`src/prngPkg.sv`:
```
// shared widths, types and constants for the random victim unit
// the cipher layers are only defined for a 64-bit LFSR state
// LfsrMask is a maximal-length Galois mask, so any nonzero seed works
// the all-zero state is a lock-up state and must never be loaded

package prngPkg;

  //////////////////////////////
  // lfsr
  //////////////////////////////

  // state width, fixed by the 64-bit block of the cipher
  localparam int unsigned LfsrWidth = 64;

  // lfsr state, seed and scrambled word all share this type
  typedef logic [LfsrWidth-1:0] lfsrState_t;

  // galois feedback taps, msb set so the shifted-in bit follows bit 0
  localparam lfsrState_t LfsrMask = 64'h8000_0000_0000_19E2;

  // reset state, also used in place of a zero seed
  localparam lfsrState_t LfsrRstSeed = '1;

  //////////////////////////////
  // cipher
  //////////////////////////////

  // number of sbox + permutation rounds, no key addition
  localparam int unsigned CipherLayers = 2;

  typedef logic [3:0] nibble_t;
  typedef logic [5:0] bitIdx_t;

  // present sbox, indexed by the input nibble
  localparam nibble_t Sbox4 [16] = '{
    4'hC, 4'h5, 4'h6, 4'hB, 4'h9, 4'h0, 4'hA, 4'hD,
    4'h3, 4'hE, 4'hF, 4'h8, 4'h4, 4'h7, 4'h1, 4'h2
  };

  // present bit permutation, entry i is the destination of source bit i
  localparam bitIdx_t PermIdx [64] = '{
    6'd0,  6'd16, 6'd32, 6'd48, 6'd1,  6'd17, 6'd33, 6'd49,
    6'd2,  6'd18, 6'd34, 6'd50, 6'd3,  6'd19, 6'd35, 6'd51,
    6'd4,  6'd20, 6'd36, 6'd52, 6'd5,  6'd21, 6'd37, 6'd53,
    6'd6,  6'd22, 6'd38, 6'd54, 6'd7,  6'd23, 6'd39, 6'd55,
    6'd8,  6'd24, 6'd40, 6'd56, 6'd9,  6'd25, 6'd41, 6'd57,
    6'd10, 6'd26, 6'd42, 6'd58, 6'd11, 6'd27, 6'd43, 6'd59,
    6'd12, 6'd28, 6'd44, 6'd60, 6'd13, 6'd29, 6'd45, 6'd61,
    6'd14, 6'd30, 6'd46, 6'd62, 6'd15, 6'd31, 6'd47, 6'd63
  };

  //////////////////////////////
  // victim selection
  //////////////////////////////

  // cache associativity
  localparam int unsigned NumWays = 8;

  // one valid bit per way, bit 0 is way 0
  typedef logic [NumWays-1:0] wayMask_t;
  typedef logic [$clog2(NumWays)-1:0] wayIdx_t;

  // result of one replacement request
  typedef struct packed {
    logic    valid;
    wayIdx_t way;
    // victim was an empty way, not a random pick
    logic    fromInvalid;
  } victim_t;

endpackage

```
`src/galoisLfsr.sv`:
```
// 64-bit Galois LFSR, steps once per cycle with step_i high
// a seed load wins over a step in the same cycle
// a zero seed is replaced by LfsrRstSeed to avoid lock-up

`timescale 1ns/1ns

module galoisLfsr (
  input  logic                clk_i,
  input  logic                rst_ni,
  input  logic                step_i,
  input  logic                seedLoad_i,
  input  prngPkg::lfsrState_t seed_i,
  output prngPkg::lfsrState_t state_o
);

  import prngPkg::*;

  lfsrState_t stateD;
  lfsrState_t stateQ;
  lfsrState_t seedSafe;
  lfsrState_t stepped;

  // zero-seed guard
  assign seedSafe = (seed_i == '0) ? LfsrRstSeed : seed_i;

  // shift right, fold the taps back in when a one falls out of bit 0
  assign stepped = (stateQ >> 1) ^ ({LfsrWidth{stateQ[0]}} & LfsrMask);

  always_comb begin
    stateD = stateQ;
    if (seedLoad_i) begin
      stateD = seedSafe;
    end else if (step_i) begin
      stateD = stepped;
    end
  end

  always_ff @(posedge clk_i or negedge rst_ni) begin
    if (!rst_ni) begin
      stateQ <= LfsrRstSeed;
    end else begin
      stateQ <= stateD;
    end
  end

  assign state_o = stateQ;

  //////////////////////////////
  // assertions
  //////////////////////////////

  // neither seed loads nor steps may ever reach the lock-up state
  stateNeverZero: assert property (
    @(posedge clk_i) disable iff (!rst_ni) stateQ != '0
  ) else $error("lfsr reached the all-zero state");

endmodule

```
`src/presentScrambler.sv`:
```
// scrambles the LFSR state with CipherLayers present-style rounds
// each round is an sbox layer followed by the bit permutation, no key
// the result is registered on step_i, from the state before that step
// after reset the scrambled word reads zero until the first step

`timescale 1ns/1ns

module presentScrambler (
  input  logic                clk_i,
  input  logic                rst_ni,
  input  logic                step_i,
  input  prngPkg::lfsrState_t state_i,
  output prngPkg::lfsrState_t word_o
);

  import prngPkg::*;

  //////////////////////////////
  // round functions
  //////////////////////////////

  // substitute all sixteen nibbles through the sbox
  function automatic lfsrState_t sboxLayer(lfsrState_t in);
    lfsrState_t res;
    res = '0;
    for (int unsigned n = 0; n < LfsrWidth / 4; n++) begin
      res[n*4 +: 4] = Sbox4[in[n*4 +: 4]];
    end
    return res;
  endfunction

  // move each source bit to its permuted position
  function automatic lfsrState_t permLayer(lfsrState_t in);
    lfsrState_t res;
    res = '0;
    for (int unsigned b = 0; b < LfsrWidth; b++) begin
      res[PermIdx[b]] = in[b];
    end
    return res;
  endfunction

  //////////////////////////////
  // datapath
  //////////////////////////////

  lfsrState_t cipherWord;
  lfsrState_t wordQ;

  // unrolled rounds, purely combinational
  always_comb begin
    lfsrState_t tmp;
    tmp = state_i;
    for (int unsigned r = 0; r < CipherLayers; r++) begin
      tmp = permLayer(sboxLayer(tmp));
    end
    cipherWord = tmp;
  end

  // output register, holds while no request comes in
  always_ff @(posedge clk_i or negedge rst_ni) begin
    if (!rst_ni) begin
      wordQ <= '0;
    end else if (step_i) begin
      wordQ <= cipherWord;
    end
  end

  assign word_o = wordQ;

endmodule

```
`src/victimSelect.sv`:
```
// picks the victim way of an 8-way set on each request
// an invalid way always wins, lowest index first
// with a full set the low bits of the scrambled word pick the way
// the result is registered, valid is a one-cycle pulse after req_i

`timescale 1ns/1ns

module victimSelect (
  input  logic                clk_i,
  input  logic                rst_ni,
  input  logic                req_i,
  input  prngPkg::wayMask_t   validWays_i,
  input  prngPkg::lfsrState_t randWord_i,
  output prngPkg::victim_t    victim_o
);

  import prngPkg::*;

  logic    anyInvalid;
  wayIdx_t firstInvalid;
  victim_t victimD;
  victim_t victimQ;

  // priority encoder, scan downwards so the lowest empty way ends up last
  always_comb begin
    firstInvalid = '0;
    for (int w = NumWays - 1; w >= 0; w--) begin
      if (!validWays_i[w]) begin
        firstInvalid = wayIdx_t'(w);
      end
    end
  end

  assign anyInvalid = ~&validWays_i;

  always_comb begin
    victimD = victimQ;
    // valid only ever lasts one cycle
    victimD.valid = req_i;
    if (req_i) begin
      victimD.fromInvalid = anyInvalid;
      // random pick uses the low bits of the word before this edge
      victimD.way = anyInvalid ? firstInvalid : wayIdx_t'(randWord_i);
    end
  end

  always_ff @(posedge clk_i or negedge rst_ni) begin
    if (!rst_ni) begin
      victimQ <= '0;
    end else begin
      victimQ <= victimD;
    end
  end

  assign victim_o = victimQ;

  // a victim flagged as empty must point at a zero bit of the sampled mask
  fromInvalidHolds: assert property (
    @(posedge clk_i) disable iff (!rst_ni)
    req_i |=> !victimQ.fromInvalid ||
              |(~$past(validWays_i) & (wayMask_t'(1) << victimQ.way))
  ) else $error("victim flagged fromInvalid was valid in the sampled mask");

endmodule

```
`src/randomVictimUnit.sv`:
```
// random victim picker for an 8-way set-associative cache
// one request per cycle, no back-pressure, every request gets a result
// randWord_o and the victim both update one edge after req_i

`timescale 1ns/1ns

module randomVictimUnit (
  input  logic                clk_i,
  input  logic                rst_ni,
  input  logic                req_i,
  input  logic                seedLoad_i,
  input  prngPkg::lfsrState_t seed_i,
  input  prngPkg::wayMask_t   validWays_i,
  output prngPkg::lfsrState_t randWord_o,
  output logic                victimValid_o,
  output prngPkg::wayIdx_t    victimWay_o,
  output logic                victimFromInvalid_o
);

  import prngPkg::*;

  lfsrState_t lfsrState;
  lfsrState_t scrambled;
  victim_t    victim;

  // the request strobe advances both the lfsr and the scrambler
  galoisLfsr u_galoisLfsr (
    .clk_i      (clk_i),
    .rst_ni     (rst_ni),
    .step_i     (req_i),
    .seedLoad_i (seedLoad_i),
    .seed_i     (seed_i),
    .state_o    (lfsrState)
  );

  presentScrambler u_presentScrambler (
    .clk_i   (clk_i),
    .rst_ni  (rst_ni),
    .step_i  (req_i),
    .state_i (lfsrState),
    .word_o  (scrambled)
  );

  victimSelect u_victimSelect (
    .clk_i       (clk_i),
    .rst_ni      (rst_ni),
    .req_i       (req_i),
    .validWays_i (validWays_i),
    .randWord_i  (scrambled),
    .victim_o    (victim)
  );

  assign randWord_o          = scrambled;
  assign victimValid_o       = victim.valid;
  assign victimWay_o         = victim.way;
  assign victimFromInvalid_o = victim.fromInvalid;

endmodule

```
`config.mk`:
```
export PLATFORM = sky130hd
export DESIGN_NAME = randomVictimUnit
export DESIGN_NICKNAME = d
export VERILOG_FILES = /design/src/prngPkg.sv /design/src/galoisLfsr.sv /design/src/presentScrambler.sv /design/src/victimSelect.sv /design/src/randomVictimUnit.sv
export SDC_FILE = /design/constraint.sdc
export NUM_CORES = 1
export LEC_CHECK = 0
export BUFFER_PORTS_ARGS = -buffer_cell sky130_fd_sc_hd__buf_2
export CORE_AREA = 4 4 144 146
export CTS_CLUSTER_DIAMETER = 60
export CTS_CLUSTER_SIZE = 28
export DETAILED_ROUTE_END_ITERATION = 8
export DIE_AREA = 0 0 148 150
export PLACE_DENSITY = 0.84
export SYNTH_ARGS = -nofsm -noshare
export SYNTH_HDL_FRONTEND = slang
export SYNTH_SLANG_ARGS = --single-unit
```
`constraint.sdc`:
```
create_clock -name clk_i -period 3.1 [get_ports clk_i]
set_input_delay 0 -clock clk_i [delete_from_list [all_inputs] [get_ports clk_i]]
set_output_delay 0 -clock clk_i [all_outputs]
set_load 0.01 [all_outputs]
```
### Word-level counts from Yosys, hierarchy flattened

Memory sizes are Yosys's and may differ from the RTL's. A register that Yosys moved wholly into a read port is not among the register bits.
Index checks and enable logic that the tools add are counted.

| cells by class | value |
|---|---|
| $lt $le $gt $ge | 16 |
| muxes and demuxes | 44 |
| bitwise logic cells | 33 |
| reductions and logical operators | 20 |

Operators with widths:

| cell | number |
|---|---|
| 64-bit 2-to-1 mux | 3 |
| 4-bit inverter with 5-bit output | 32 |
| 4-bit 2-to-1 mux | 32 |
| 5-bit >= comparator, second input constant | 16 |
| 64-bit zero test | 1 |
| 63-bit by 64-bit bitwise XOR with 64-bit output | 1 |
| 3-bit 2-to-1 mux | 9 |
| 1-bit zero test | 17 |
| 8-bit AND reduction | 1 |
| 2-bit nonzero test | 1 |

| storage, ports and cells | value |
|---|---|
| register bits | 69 |
| memory bits (read-only) | 2048 |
| input bits | 76 |
| output and inout port bits | 69 |
| logic and storage cells | 149 |
| memories | 32 |

Memories:

| name | depth | width | read ports | clocked after Yosys merged registers in | wr ports | line | source |
|---|---|---|---|---|---|---|---|
| (no name shown) | 16 | 4 | 1 | 0 | 0 | presentScrambler.sv:27 | `res[n*4 +: 4] = Sbox4[in[n*4 +: 4]];` |
| (no name shown) | 16 | 4 | 1 | 0 | 0 | presentScrambler.sv:27 |  |
| (no name shown) | 16 | 4 | 1 | 0 | 0 | presentScrambler.sv:27 |  |
| (no name shown) | 16 | 4 | 1 | 0 | 0 | presentScrambler.sv:27 |  |
| (no name shown) | 16 | 4 | 1 | 0 | 0 | presentScrambler.sv:27 |  |
| (no name shown) | 16 | 4 | 1 | 0 | 0 | presentScrambler.sv:27 |  |
| 26 more memories | n/a | n/a | n/a | n/a | n/a | n/a |  |

### Depth between registers and ports, before layout

Gate-level depths: netlist (run 1).

| logic depth | value |
|---|---|
| depth in word-level cells | 9 |
| gate-level depth with buffers | 12 |
| gate-level depth less buffers | 11 |

### Hierarchy

From an unflattened synthesis (run 1), not the netlist that was laid out.

| unflattened totals | value |
|---|---|
| cell total of the unflattened synthesis | 1214 |
| area, all modules | 11731.3 um2 |

Modules (own cells, without submodules):

| module | instances | cells an instance | area each (um2) | seq. area each (um2) |
|---|---|---|---|---|
| presentScrambler | 1 | 938 | 8107.8 | 1601.5 |
| galoisLfsr | 1 | 249 | 3359.5 | 1681.6 |
| victimSelect | 1 | 27 | 264.0 | 125.1 |

### Worst setup path after synthesis (run 1)

No wires, ideal clock.

| path | value |
|---|---|
| path type | reg2reg |
| start | register u_galoisLfsr.stateQ[0] (netlist: u_galoisLfsr.state_o[0]) |
| end | register u_presentScrambler.wordQ[8] (netlist: u_presentScrambler.word_o[8]) |
| library setup time | 0.120 ns |
| arrival | 2.682 ns |
| data required time | 2.980 ns |
| slack | 0.298 ns |
| stages on the path, launching flop included | 11 |
| buffers on the path | 1 |
| clock period less this slack | 2.802 ns |
| path through | dfstp_2 -> buf_1 -> inv_1 -> ha_1 -> inv_1 -> mux4_2 -> inv_1 -> ha_1 -> nand2_1 -> o311ai_0 -> a31o_2 |

| on the way | value |
|---|---|
| longest elaborated chain between the ends | 5 |

RTL lines:

| element | line | source |
|---|---|---|
| from (decl) | galoisLfsr.sv:19 | `lfsrState_t stateQ;` |
| from (signal assigned) | galoisLfsr.sv:40 | `stateQ <= LfsrRstSeed;` |
| from (signal assigned) | galoisLfsr.sv:42 | `stateQ <= stateD;` |
| 4-bit inverter with 5-bit output (not written as such) | presentScrambler.sv:27 |  |
| memory read 16 x 4 bit | n/a |  |
| 4-bit 2-to-1 mux (not written as such) (2 in a row) | presentScrambler.sv:27 |  |
| 4-bit inverter with 5-bit output (not written as such) | presentScrambler.sv:27 |  |
| to (decl) | presentScrambler.sv:47 | `lfsrState_t wordQ;` |

Every way passes these cells. The select of a mux whose other input is x is not followed.
A chain may end at the register's enable or synchronous reset.

### Final worst setup path (run 1)

| path | value |
|---|---|
| start | register u_galoisLfsr.stateQ[52] (netlist: u_galoisLfsr.state_o[52]) |
| end | register u_presentScrambler.wordQ[3] (netlist: u_presentScrambler.word_o[3]) |

Same word-level chain as after synthesis.

==> impl_summary.md, run 1 <==
Critical path
The maximum net fanout on the critical path is 9. Among cell families on the critical path, the largest total delay comes from compound AO/OA/AOI/OAI gates. The worst register-to-register path begins at u_galoisLfsr.state_o[52]. The class of the most critical setup path is reg2reg. The combined buffer and inverter count along the critical path is 2.

On the worst path, the slowest cell contributes a delay of approximately 0.62 ns. The worst setup path startpoint is u_galoisLfsr.state_o[52]. The type of element launching the critical path is a register.

Data on the critical path is required at its endpoint by between 3 and 4 ns. The critical-path cell with the highest stage delay is sky130_fd_sc_hd__dfstp_2. Data on the critical path arrives at its endpoint at ~3.2 ns.

The critical path goes through inv_1 > ha_1 > nand2b_1 > o311a_1 > nor2_1 > inv_1 > ha_1 > nor2_1 > a2111oi_0 > a311o_1. The type of element capturing the critical path is a register.

Floorplanning
Once the floorplan was initialized, standard cells occupied between 50% and 60% of the core. From bottom edge to top edge, the die measures roughly 150 µm. The die width is between 100 and 150 µm. The area of the core is roughly 0.019 mm². The number of top-level pins is between 100 and 150.

The die covers between 0.02 and 0.025 mm². The initialized floorplan defines between 50 and 60 standard-cell rows.

Timing
The worst clock skew is 0.0104 ns. The normalized max-slew margin is about 20%. Setup repair after global routing left no endpoint under its margin.

The final-layout setup total negative slack is 0 ns. The actual slew at the worst max-slew pin is approximately 1.2 ns. The final-report hold violation count was 0. After layout, the worst path uses between 90% and 100% of the clock period.

The post-route minimum period is about 2.8 ns. For this run, the top clock speed supported by timing is 351 MHz. Setup violations remaining at the end of the flow were counted as 0. The final max-slew violation count was 0.

Synth
For this run, the number of Yosys warnings is 0. The synthesized area per cell is 8.59 µm². Summing the areas of all compound-gate instances in the mapped netlist gives about 21% of the synthesized area. Measured against the total synthesized area, the mux share comes to between 10% and 20%. The number of instances in the synthesized netlist is approximately 1300. Counting every net in the synthesized netlist gives 1552. The netlist uses 57 different library cells. Counting flops and latches in the post-synthesis netlist gives about 130.

The prevailing post-synth register cell is sky130_fd_sc_hd__dfrtp_1. In the synthesized netlist the async set-or-reset flop fraction comes to 100%. Yosys mapped a number of flops with a built-in enable equal to 0. The arithmetic-cell share of the synthesized area counting full adders, half adders and majority gates is approximately 15%.

Of the synthesized area, sequential elements account for slightly below 30%. The dominant combinational cell family by area after synthesis is compound AO/OA/AOI/OAI gates. The synthesized area is 0.0115 mm². The xor/xnor cell area share of the yosys netlist is 2.29%.

The area fraction in and, or, nand and nor cells after synthesis is between 10% and 20%.

Drt
The average wire length per cell after detail routing is approximately 18 µm. The first routing iteration left 962 violations. The wire length reported by the detailed router is about 32 mm. Once detail routing completed, the nets flagged for antenna violations numbered 0.

The total vias in the final route is 10800. The detail-routed via count per cell is about 6.0. The post-route DRC violation count is 0. The detailed-router iteration count before antenna repair is 7.

Clocking
The clock-pin slew on the worst setup and hold paths is about 0.06 ns. The count of clock tree sinks is between 100 and 150. The number of clock buffers added by TritonCTS is 17.

The number of cells upsized or downsized after cts is 0. TritonCTS built the clock tree. The H-tree was split into 4 levels. The tree is rooted in a sky130_fd_sc_hd__clkbuf_16. The clock latency on the worst-skew pair is between 0.4 and 0.5 ns.

The number of buffers on the longest clock path is 2.

Pwr
The worst ir drop on vdd is ~0.43 mV. In this run the power density over the cells is 600 mW/mm². In this run the static leakage power is approximately 0.0062 µW.

Global routing
The number of antenna violations at the first check in global routing is 2. The largest net degree at the start of global routing is 64. The number of global-route vias before repair was ~10000. Global routing finished with a remaining overflow of 0. Global routing used 28.2% of the available tracks.

The wire length of the first global-routing pass is around 51 mm.

Min path
The path category of the worst min-delay check is in2reg. The startpoint identified for the worst hold timing path is validWays_i[6].

Placed design
The placed instances occupy a cell area of ~0.012 mm². Port buffering added around 140 buffers. The placer's final routability congestion estimate is 0.915. The estimated wirelength of the detail-placed design is between 20 and 25 mm.

Finish
The antenna cell count is 0. The final layout contains roughly 1700 nets. The layout overhead on the synthesized area is 18.1%. The fraction of layout instances using a drive strength above 1 is 21.2%.

Summing all non-filler instances in the final layout gives an area of 0.0136 mm².

Outcome
The flow ran to the end, and the final reports show no timing, DRC or antenna violations.

Job
The count of maximum capacitance violations is 0.
worst reg2reg max path: cells and delay by family, from the launching register on:
| family | cells | cell delay, ns |
|---|---|---|
| AOI/OAI and AO/OA | 3 | 0.73 |
| adders and majority gates | 2 | 0.69 |
| DFF | 1 | 0.62 |
| and+or+nand+nor | 3 | 0.49 |
| buffers and inverters | 2 | 0.26 |
layout make-up:
cell class                 count  area, µm²
inverter                      95        357
sequential                   133       3410
multi-input combinational   1028       7350
clock buffer                  27        503
clock inverter                 5       50.0
tap                          265        332
timing repair buffer         233       1580
fill                        1470       5820
cells in the final DEF, fill, tap and decap left out, types with 18 or more instances in the layout:
cell | Yosys | layout
sky130_fd_sc_hd__nor2_1 | 176 | 175
sky130_fd_sc_hd__buf_2 | 26 | 142
sky130_fd_sc_hd__ha_1 | 137 | 137
sky130_fd_sc_hd__nand2_1 | 123 | 123
sky130_fd_sc_hd__a21oi_1 | 119 | 119
sky130_fd_sc_hd__inv_1 | 95 | 95
sky130_fd_sc_hd__dlygate4sd3_1 | 0 | 69
sky130_fd_sc_hd__dfrtp_1 | 69 | 69
sky130_fd_sc_hd__o21ai_1 | 64 | 64
sky130_fd_sc_hd__dfstp_2 | 64 | 64
sky130_fd_sc_hd__o21ai_0 | 61 | 61
sky130_fd_sc_hd__mux4_2 | 34 | 34
sky130_fd_sc_hd__mux2i_1 | 31 | 31
sky130_fd_sc_hd__o211ai_1 | 23 | 23
sky130_fd_sc_hd__mux2_2 | 22 | 22
sky130_fd_sc_hd__a211oi_1 | 22 | 22
sky130_fd_sc_hd__buf_4 | 0 | 20
sky130_fd_sc_hd__xnor2_1 | 18 | 18
per-layer routing:
layer | vias to the layer above | share of wire, % | GRT usage [%]
met5 | - | 0.10 | 0
met4 | 4 | 4.4 | 12.6
met1 | 5103 | 40 | 35.8
li1 | 5059 | - | -
met2 | 515 | 48 | 46.8
met3 | 121 | 7.4 | 5.78
state kept, by name (all words and copies together), names as in the netlist:
signal	count
u_victimSelect.victim_o	5
u_galoisLfsr.state_o	64
u_presentScrambler.word_o	64
cells in the mapped netlist (3+ instances only):
| cell type | instances | area [µm²] |
|---|---|---|
| sky130_fd_sc_hd__a211o_1 | 6 | 52.6 |
| sky130_fd_sc_hd__a211oi_1 | 22 | 165 |
| sky130_fd_sc_hd__a21boi_0 | 3 | 22.5 |
| sky130_fd_sc_hd__a21o_1 | 4 | 30.0 |
| sky130_fd_sc_hd__a21oi_1 | 119 | 596 |
| sky130_fd_sc_hd__a221oi_1 | 5 | 43.8 |
| sky130_fd_sc_hd__a31o_2 | 3 | 26.3 |
| sky130_fd_sc_hd__a31oi_1 | 14 | 87.6 |
| sky130_fd_sc_hd__buf_1 | 4 | 15.0 |
| sky130_fd_sc_hd__buf_2 | 26 | 130 |
| sky130_fd_sc_hd__buf_6 | 6 | 67.6 |
| sky130_fd_sc_hd__clkbuf_1 | 47 | 176 |
| sky130_fd_sc_hd__dfrtp_1 | 69 | 1730 |
| sky130_fd_sc_hd__dfstp_2 | 64 | 1680 |
| sky130_fd_sc_hd__ha_1 | 137 | 1710 |
| sky130_fd_sc_hd__inv_1 | 95 | 357 |
| sky130_fd_sc_hd__mux2_2 | 22 | 248 |
| sky130_fd_sc_hd__mux2i_1 | 31 | 310 |
| sky130_fd_sc_hd__mux4_2 | 34 | 766 |
| sky130_fd_sc_hd__nand2_1 | 123 | 462 |
| sky130_fd_sc_hd__nand2b_1 | 14 | 87.6 |
| sky130_fd_sc_hd__nand3_1 | 7 | 35.0 |
| sky130_fd_sc_hd__nand3b_1 | 3 | 22.5 |
| sky130_fd_sc_hd__nand4_1 | 7 | 43.8 |
| sky130_fd_sc_hd__nor2_1 | 176 | 661 |
| sky130_fd_sc_hd__nor2b_1 | 16 | 100 |
| sky130_fd_sc_hd__nor3_1 | 7 | 35.0 |
| sky130_fd_sc_hd__nor4_1 | 16 | 100 |
| sky130_fd_sc_hd__o2111ai_1 | 4 | 35.0 |
| sky130_fd_sc_hd__o211ai_1 | 23 | 173 |
| sky130_fd_sc_hd__o21a_1 | 17 | 128 |
| sky130_fd_sc_hd__o21ai_0 | 61 | 305 |
| sky130_fd_sc_hd__o21ai_1 | 64 | 320 |
| sky130_fd_sc_hd__o221ai_1 | 4 | 35.0 |
| sky130_fd_sc_hd__o22ai_1 | 9 | 56.3 |
| sky130_fd_sc_hd__o2bb2ai_1 | 4 | 35.0 |
| sky130_fd_sc_hd__o311ai_0 | 11 | 96.3 |
| sky130_fd_sc_hd__o31ai_1 | 5 | 37.5 |
| sky130_fd_sc_hd__or3_1 | 3 | 18.8 |
| sky130_fd_sc_hd__or3b_2 | 4 | 35.0 |
| sky130_fd_sc_hd__xnor2_1 | 18 | 158 |
| sky130_fd_sc_hd__xor2_1 | 12 | 105 |
timing repair:
| item | 4_1_cts | 5_1_grt |
|---|---|---|
| hold endpoints to repair | 128 | 0 |
| buffers inserted | 0 | 0 |
| hold buffers | 69 | 0 |
path summary, 6_finish.rpt:
check,end,slack [ns],cells past startpoint
worst max-delay path,u_presentScrambler.word_o[3],0.25,10
worst min register to register,u_presentScrambler.word_o[56],0.47,1
min in group asynchronous,u_presentScrambler.word_o[27],0.12,2
worst max register to register,u_presentScrambler.word_o[3],0.25,10
max in group asynchronous,u_galoisLfsr.state_o[30],2.20,3
worst min-delay path,u_victimSelect.victim_o[3],0.02,4
cell families (layout without fill, tap and decap cells):
family,Yosys count,count (layout)
AOI/OAI and AO/OA,390,390
muxes,87,87
DFF,133,133
adders and majority gates,137,137
and+or+nand+nor,384,384
buffers and inverters,178,360
xor gates and xnor gates,30,30
where the power goes:
part	leakage (µW)	internal [µW]	total, µW	switching [µW]
clock network	0.000275	1180	1970	781
registers	0.00148	2230	2680	456
logic	0.00440	1580	3500	1920
total	0.00616	4990	8150	3160
through the flow:
stage | power (µW) | util, % | instances | setup WS [ns] | hold WS [ns]
CTS | 8100 | 70.0 | 1786 | 0.284 | 0.00666
floorplan | 5000 | - | 1339 | 0.298 | -0.296
global route | 8670 | 70.0 | 1786 | 0.0794 | 0.0239
global placement | 5910 | 63.6 | 1685 | 0.430 | 0.0207
detailed placement | 6050 | 63.6 | 1685 | 0.293 | 0.0236
finish | 8150 | 70.0 | 1786 | 0.251 | 0.0168
(Power assumes the default switching activity.)
==> inputs of run 2 (changes only) <==
ABC_AREA = 1   (was unset)
CORE_AREA = 4 4 149 151   (was 4 4 144 146)
DIE_AREA = 0 0 153 155   (was 0 0 148 150)
PLACE_DENSITY = 0.85   (was 0.84)
==> impl_summary.md, run 2 <==
Outcome
The run finished with clean final reports.

Drt
The first TritonRoute pass finished after 7 iterations. The number of nets with antenna violations after detailed routing is 0. The total vias in the final route is between 10000 and 15000. The wire length reported by the detailed router is about 35 mm. After detailed routing, the average wire length per cell comes to between 10 and 15 µm. The detailed router finished its first iteration with around 1200 violations. After detailed routing, the number of remaining DRC violations is 0. The detail-routed via count per cell is around 5.5.

Timing
The final-layout setup total negative slack is 0 ns. The final-report hold violation count is 0. The final period utilization is ~83%. Static timing analysis puts the maximum clock frequency at 388 MHz. Subtracting the final worst setup slack from the clock period gives between 2 and 3 ns.

In this run the tightest slew margin relative to its limit is just under 50%. In the post-route analysis, the smallest setup slack over all paths is between 0.5 and 0.6 ns. On the final layout, the worst clock skew is between 0.01 and 0.015 ns. The final max-slew violation count is 0. For the pin with the worst max-slew slack, the measured transition is around 0.77 ns. The count of endpoints failing setup in the final report is 0.

Setup repair after global routing left no endpoint under its margin.

Finish
The filler cells instantiated in the layout total 1708. The final layout contains roughly 2300 nets. The utilization after layout is a little over two thirds.

The footprint of the multi-input gates is about 0.008 mm². The fraction of layout instances using a drive strength above 1 is between 10% and 20%. The sequential cells in the finished layout cover a total of about 0.0034 mm².

The number of antenna diodes in the final layout is 0. The most common library cell in the layout ignoring fill and taps is sky130_fd_sc_hd__nand2_1. The library cells used most frequently in the layout, excluding fill and tap cells, are sky130_fd_sc_hd__nand2_1, sky130_fd_sc_hd__inv_1, sky130_fd_sc_hd__nand3_1, sky130_fd_sc_hd__buf_2, sky130_fd_sc_hd__o21ai_0. Relative to the synthesized area, the layout overhead comes to 16.6%.

Global routing
The number of antenna violations at the first check in global routing is 0. Global routing consumed, on the met3 layer, approximately 3.9% of the routing resources. The total overflow left after global routing is 0. The wire length of the first global-routing pass is slightly below 60 mm. The largest net degree at the start of global routing is just over 70. For this run, global-route usage on met1 was measured as a little under two fifths. The global routing stage identified its most utilized layer as met2. The overall global routing resource usage is about 29%.

The number of global-route vias before repair came to about 13000. For met2 alone, demand over resource in global routing was 48.9%.

Synth
The prevailing post-synth register cell is sky130_fd_sc_hd__dfrtp_1. The net count of the mapped netlist is about 2200. The dominant combinational cell family by area after synthesis is simple AND/OR/NAND/NOR gates. The xor/xnor cell area share of the yosys netlist is less than 1%. The top cell type by total area after synthesis is sky130_fd_sc_hd__nand2_1.

Ranked by total cell area, the synthesized netlist is headed by sky130_fd_sc_hd__nand2_1, sky130_fd_sc_hd__dfrtp_1, sky130_fd_sc_hd__ha_1, sky130_fd_sc_hd__dfstp_2, sky130_fd_sc_hd__nand3_1. The share of flip-flops with an asynchronous set or reset is 100%. For this run, the number of Yosys warnings is 0. After Yosys synthesis, and, or, nand and nor cells account for around a third of the synthesized area. Summing the areas of all compound-gate instances in the mapped netlist gives between 10% and 20% of the synthesized area.

The arithmetic-cell share of the synthesized area counting full adders, half adders and majority gates is a little over an eighth. The synthesized area per cell is approximately 6.4 µm². The number of distinct library cells after synthesis is 42. The most numerous cell in the Yosys netlist is sky130_fd_sc_hd__nand2_1. Counting flops and latches in the post-synthesis netlist gives roughly 130.

The number of flops mapped to enable cells by yosys is 0. By count the netlist is led by sky130_fd_sc_hd__nand2_1, sky130_fd_sc_hd__inv_1, sky130_fd_sc_hd__nand3_1, sky130_fd_sc_hd__o21ai_0, sky130_fd_sc_hd__ha_1. The synthesized area is 0.0126 mm². Synthesis produced a netlist whose cell count is 1958. The sequential cell area fraction in the yosys report is a little over a quarter. The synthesized design devotes to its leading area cell type 22.7% of total area. Multiplexer cells account for 0% of the synthesized area.

Clocking
CTS built an H-tree with a depth of 4. The number of buffers added to fix hold violations after cts is a little under 70. The clock reaches the later pin of the worst-skew pair after 0.44 ns. The clock drives around 130 sinks. The cell sitting at the root of the clock tree is a sky130_fd_sc_hd__clkbuf_16. TritonCTS built the clock tree. The CTS buffer count is 17. The number of cells upsized or downsized after cts is 0. The number of setup buffers added after CTS is 0. The clock-pin slew on the worst setup and hold paths is 0.06 ns. No sink is reached through more buffers than the 2 on the longest clock path.

Floorplanning
For this design the top-level I/O count stands at between 100 and 150. The initial core utilization is 60.5%. The die covers between 0.02 and 0.025 mm².

The area of the core is 0.0208 mm². The die width is about 150 µm. The die is between 150 and 200 µm tall. The floorplan has between 50 and 60 rows.

Critical path
The largest stage delay on the critical path is roughly 0.74 ns. The cell occurring most often along the worst timing path is sky130_fd_sc_hd__nand2_1. The worst setup path is captured at a register. The critical path is of the reg2reg type.

The endpoint required time on the critical path is 3.42 ns. The largest delay contributor family on the critical path is flip-flops. Walking the worst path, the cells encountered are inv_1 > ha_1 > inv_1 > nand2_1 > nand2_1 > nand2_1 > nand2_1 > ha_1 > inv_1 > a21oi_1 > nand2_1 > nand2_1 > nand2_1 > nand2_1. The worst setup path is launched from a register. The combined buffer and inverter count along the critical path is 3.

Along the worst path, the maximum fanout reaches 14. At the worst endpoint, the arrival time is 2.90 ns. The critical-path cell with the highest stage delay is sky130_fd_sc_hd__dfstp_2.

Pwr
The power density over the cells is 551 mW/mm². Across the VDD grid, the largest voltage drop is about 0.39 mV. The reported leakage power is just over 0.008 µW.

Placed design
The number of buffers added on ports is roughly 140. Detailed placement finished with a half-perimeter wire length of between 20 and 25 mm. The placer's final routability congestion estimate is 0.968. OpenSTA, run right after detailed placement, puts the worst setup slack at roughly 0.69 ns.

Job
Max-cap violations in this run came to 0.

Min path
The path category of the worst min-delay check is in2reg.
-- run 2: cell count changes in the layout (fill, tap and decap cells not counted), moves of 17 or more --
cell                       previous run  this run
sky130_fd_sc_hd__mux4_2              34         0
sky130_fd_sc_hd__o21ai_2              0        19
sky130_fd_sc_hd__nor2_1             175        69
sky130_fd_sc_hd__o21ai_1             64        24
sky130_fd_sc_hd__a211oi_1            22         0
sky130_fd_sc_hd__nand3_1              7       193
sky130_fd_sc_hd__inv_2                0        20
sky130_fd_sc_hd__a21oi_1            119        57
sky130_fd_sc_hd__inv_1               95       237
sky130_fd_sc_hd__mux2i_1             31         0
sky130_fd_sc_hd__o21ai_0             61       141
sky130_fd_sc_hd__o21a_1              17         0
sky130_fd_sc_hd__nand2_1            123       760
sky130_fd_sc_hd__mux2_2              22         0
-- run 2: cell families (layout without fill, tap and decap cells) --
family	after synthesis	count (layout)
flip-flops	133	133
adder cells (fa/ha/maj)	137	137
XOR/XNOR	8	8
AND/OR/NAND/NOR	1076	1076
buffers and inverters	325	516
AO/OA/AOI/OAI	279	279
-- run 2: worst paths after layout --
kind                                          startpoint  slack (ns)  cells past startpoint                       endpoint
min                                       validWays_i[3]        0.03                      3     u_victimSelect.victim_o[3]
max                              u_galoisLfsr.state_o[0]        0.52                     14   u_presentScrambler.word_o[0]
max in group asynchronous                         rst_ni        2.12                      3       u_galoisLfsr.state_o[23]
min in group asynchronous                         rst_ni        0.12                      2  u_presentScrambler.word_o[31]
min reg2reg                u_presentScrambler.word_o[27]        0.47                      2  u_presentScrambler.word_o[27]
max reg2reg                      u_galoisLfsr.state_o[0]        0.52                     14   u_presentScrambler.word_o[0]
-- run 2: stage by stage --
| step | cell area [µm²] | cells | power [µW] | hold WS [ns] |
|---|---|---|---|---|
| floorplan | 12600 | 1958 | 4990 | -0.296 |
| global placement | 13400 | 2323 | 5850 | 0.0339 |
| detailed placement | 13400 | 2323 | 5970 | 0.0173 |
| CTS | 14700 | 2424 | 8060 | 0.0117 |
| global route | 14700 | 2424 | 8720 | 0.0610 |
| finish | 14700 | 2424 | 8090 | 0.0339 |
-- run 2: layer usage --
metal | part of all wire, % | wire length, µm | up-vias
met5 | 0 | 0 | -
met3 | 6.6 | 2270 | 91
met2 | 48 | 16400 | 519
met4 | 3.4 | 1170 | 0
li1 | - | - | 6564
met1 | 42 | 14700 | 6037
-- run 2: cell type report --
class / instances / share of cell area, %
clock buffers: 21 / 3.14
clock inverters: 11 / 0.699
multi-input cells: 1500 / 53.5
repair buffers: 224 / 10.4
well taps: 275 / 2.34
inverters: 260 / 6.70
flip-flops and latches: 133 / 23.2
-- run 2: tightest hold or removal path, cell delays in order --
cell                      delay, ns
sky130_fd_sc_hd__buf_2         0.11
sky130_fd_sc_hd__nand4_1       0.20
sky130_fd_sc_hd__o31ai_1       0.10
-- run 2: power by group --
group	total [µW]	internal (µW)	switching, µW
Combinational	3520	1290	2240
Clock	1990	1150	844
Sequential	2570	2190	385
==> inputs of run 3 (changes only) <==
CORE_AREA = 4 4 157 159   (was 4 4 149 151)
DIE_AREA = 0 0 161 163   (was 0 0 153 155)
PLACE_DENSITY = 0.81   (was 0.85)
clock period = 2.2 ns   (was 3.1 ns; I/O delays follow)
==> impl_summary.md, run 3 (synthesis results as in run 2) <==
Outcome
The flow ran to the end, and the final reports show no timing, DRC or antenna violations.

Timing
Clock skew on the completed layout was measured at roughly 0.012 ns. The final max-slew violation count was 0. The count of endpoints failing setup in the final report is 0. For this run, the top clock speed supported by timing is 467 MHz.

Setup repair after global routing could not meet its margin everywhere. In the finished design, the share of the clock period the worst path needs comes to just under 100%. The final-report hold violation count is 0. The actual slew at the worst max-slew pin is between 0.6 and 0.7 ns. The normalized max-slew margin is around three fifths. The post-route minimum period is ~2.1 ns.

Critical path
STA classifies the critical path startpoint as a register. For this design, the slowest cell found on the critical path is sky130_fd_sc_hd__dfstp_2. The cell occurring most often along the worst timing path is sky130_fd_sc_hd__nand2_1. The slack of the worst reg-to-reg path is about 0.059 ns. The maximum net fanout on the critical path is 6. The worst setup path is of the reg2reg kind. The cell family contributing the most delay on the critical path is simple AND/OR/NAND/NOR gates. STA puts the critical path data arrival time at about 2.5 ns.

The endpoint required time on the critical path is 2.57 ns. The signal on the critical path passes through clkinvlp_4 > ha_4 > inv_1 > nand2_1 > nand3_1 > nand2_1 > ha_1 > or2_2 > nand2_1 > nand3_1 > nand2_1. STA classifies the critical path endpoint as a register. On the worst path, the slowest cell contributes a delay of 0.56 ns. The combined buffer and inverter count along the critical path is 2.

Drt
After detailed routing, the total wire length is 36.0 mm. The detail-routed via count per cell is 5.33. For this block, the via count after detailed routing is between 10000 and 15000. The detail route stage leaves a number of antenna-violating nets equal to 0. The post-route DRC violation count is 0. Before antenna repair, the detailed router went through 7 iterations. The count of routing violations after the opening detailed-route iteration is approximately 1100. In the final routed layout, each cell accounts on average for approximately 14 µm.

Global routing
The first global-routing pass estimated between 50 and 60 mm of wire. The number of antenna violations at the first check in global routing is 0. Entering global routing, the biggest net connects 65 pins. After global routing the overflow that remains totals 0. The overall global routing resource usage is 26.7%. The number of global-route vias before repair was ~13000.

Finish
The total number of nets in the final design is ~2400. The most common library cell in the layout ignoring fill and taps is sky130_fd_sc_hd__nand2_1. The layout overhead on the synthesized area is 25.7%. The antenna cell count is 0. The utilization after layout is around two thirds. The fraction of layout instances using a drive strength above 1 is between 20% and 30%. The library cells used most frequently in the layout, excluding fill and tap cells, are sky130_fd_sc_hd__nand2_1, sky130_fd_sc_hd__inv_1, sky130_fd_sc_hd__nand3_1, sky130_fd_sc_hd__buf_2, sky130_fd_sc_hd__o21ai_0.

Placed design
The number of buffers added on ports is 144. The congestion estimate from routability-driven global placement came to 0.942. The estimated wirelength of the detail-placed design is around 24 mm.

Floorplanning
The die width is ~160 µm. The area of the core is around 0.023 mm². For this design the top-level I/O count stands at between 100 and 150. The initialized floorplan defines 56 standard-cell rows. The initial core utilization is between 50% and 60%.

The die boundary height is approximately 160 µm. The die covers 0.0262 mm².

Min path
The path category of the worst min-delay check is in2async.

Clocking
The CTS buffer count is 17. The later pin in the worst-skew pair is clocked with a latency of 0.44 ns. The count of clock tree sinks is ~130. Clock-pin slew was measured on the worst setup and hold paths at 0.07 ns.

The number of buffers on the longest clock path is 2. The H-tree was split into 4 levels. The clock tree from TritonCTS is built. The tree is rooted in a sky130_fd_sc_hd__clkbuf_16.

Job
The count of maximum capacitance violations is 0.

Pwr
The reported leakage power is roughly 0.0086 µW. The power density over the cells is just under 800 mW/mm². The worst ir drop on vdd is approximately 0.46 mV. The design draws 12600 µW.
run 3: changes by cell type in the layout (fill, tap and decap cells not counted), sizes merged:
cell | before | now
buf | 155 | 230
bufinv | 1 | 5
clkbuf | 21 | 24
clkinv | 6 | 3
clkinvlp | 3 | 1
dlygate4sd3 | 69 | 70
inv | 261 | 259
run 3: routing by layer:
metal	share of wire [%]	track usage (%)	vias up
met2	47	46.1	555
met5	0	0	-
li1	-	-	6722
met1	43	33.9	6180
met3	6.9	4.43	93
met4	3.1	9.73	0
run 3: cell type report:
class	instances	area [µm²]
Clock buffer	24	492
Timing Repair Buffer	300	2160
Clock inverter	8	169
Sequential cell	133	3410
Fill cell	1935	7430
Tap cell	319	399
Multi-Input combinational cell	1500	8210
Inverter	260	990
run 3: worst register-to-register path: cells and delay by family, from the launching register on:
kind	cells	cell delay, ns
and+or+nand+nor	7	0.82
DFF	1	0.56
adders and majority gates	2	0.46
buffers and inverters	2	0.25
run 3: what timing repair did:
item	CTS	global route
pin swaps	1	26
setup buffers	3	26
hold endpoints to repair	154	0
setup endpoints to repair	6	41
gates resized for setup	7	101
hold buffers	70	0
run 3: final timing paths:
kind,from,to,cells after the start
max in group asynchronous,rst_ni,u_galoisLfsr.state_o[10],3
min in group clk_i,validWays_i[0],u_victimSelect.victim_o[1],3
worst min-delay path,rst_ni,u_presentScrambler.word_o[63],2
worst max register to register,u_galoisLfsr.state_o[0],u_presentScrambler.word_o[40],11
worst min register to register,u_presentScrambler.word_o[11],u_presentScrambler.word_o[11],2
worst max-delay path,u_galoisLfsr.state_o[0],u_presentScrambler.word_o[40],11
run 3: per-stage QoR:
stage / worst slack (ns) / TNS [ns] / instance area, µm² / std cells / hold slack (ns)
2_1_floorplan: 0.0306 / 0 / 12600 / 1958 / -0.296
3_3_place_gp: 0.0516 / 0 / 13900 / 2413 / -0.0151
3_5_place_dp: -0.0241 / -0.0241 / 13900 / 2413 / -0.0115
4_1_cts: 0.00847 / 0 / 15300 / 2518 / 0.0639
5_1_grt: -0.0695 / -0.376 / 15800 / 2544 / 0.126
6_report: 0.0591 / 0 / 15800 / 2544 / 0.0733
run 3: report_power, final:
group / internal [µW] / switching (µW)
Clock: 2130 / 1170
Sequential: 3080 / 486
Combinational: 2240 / 3440
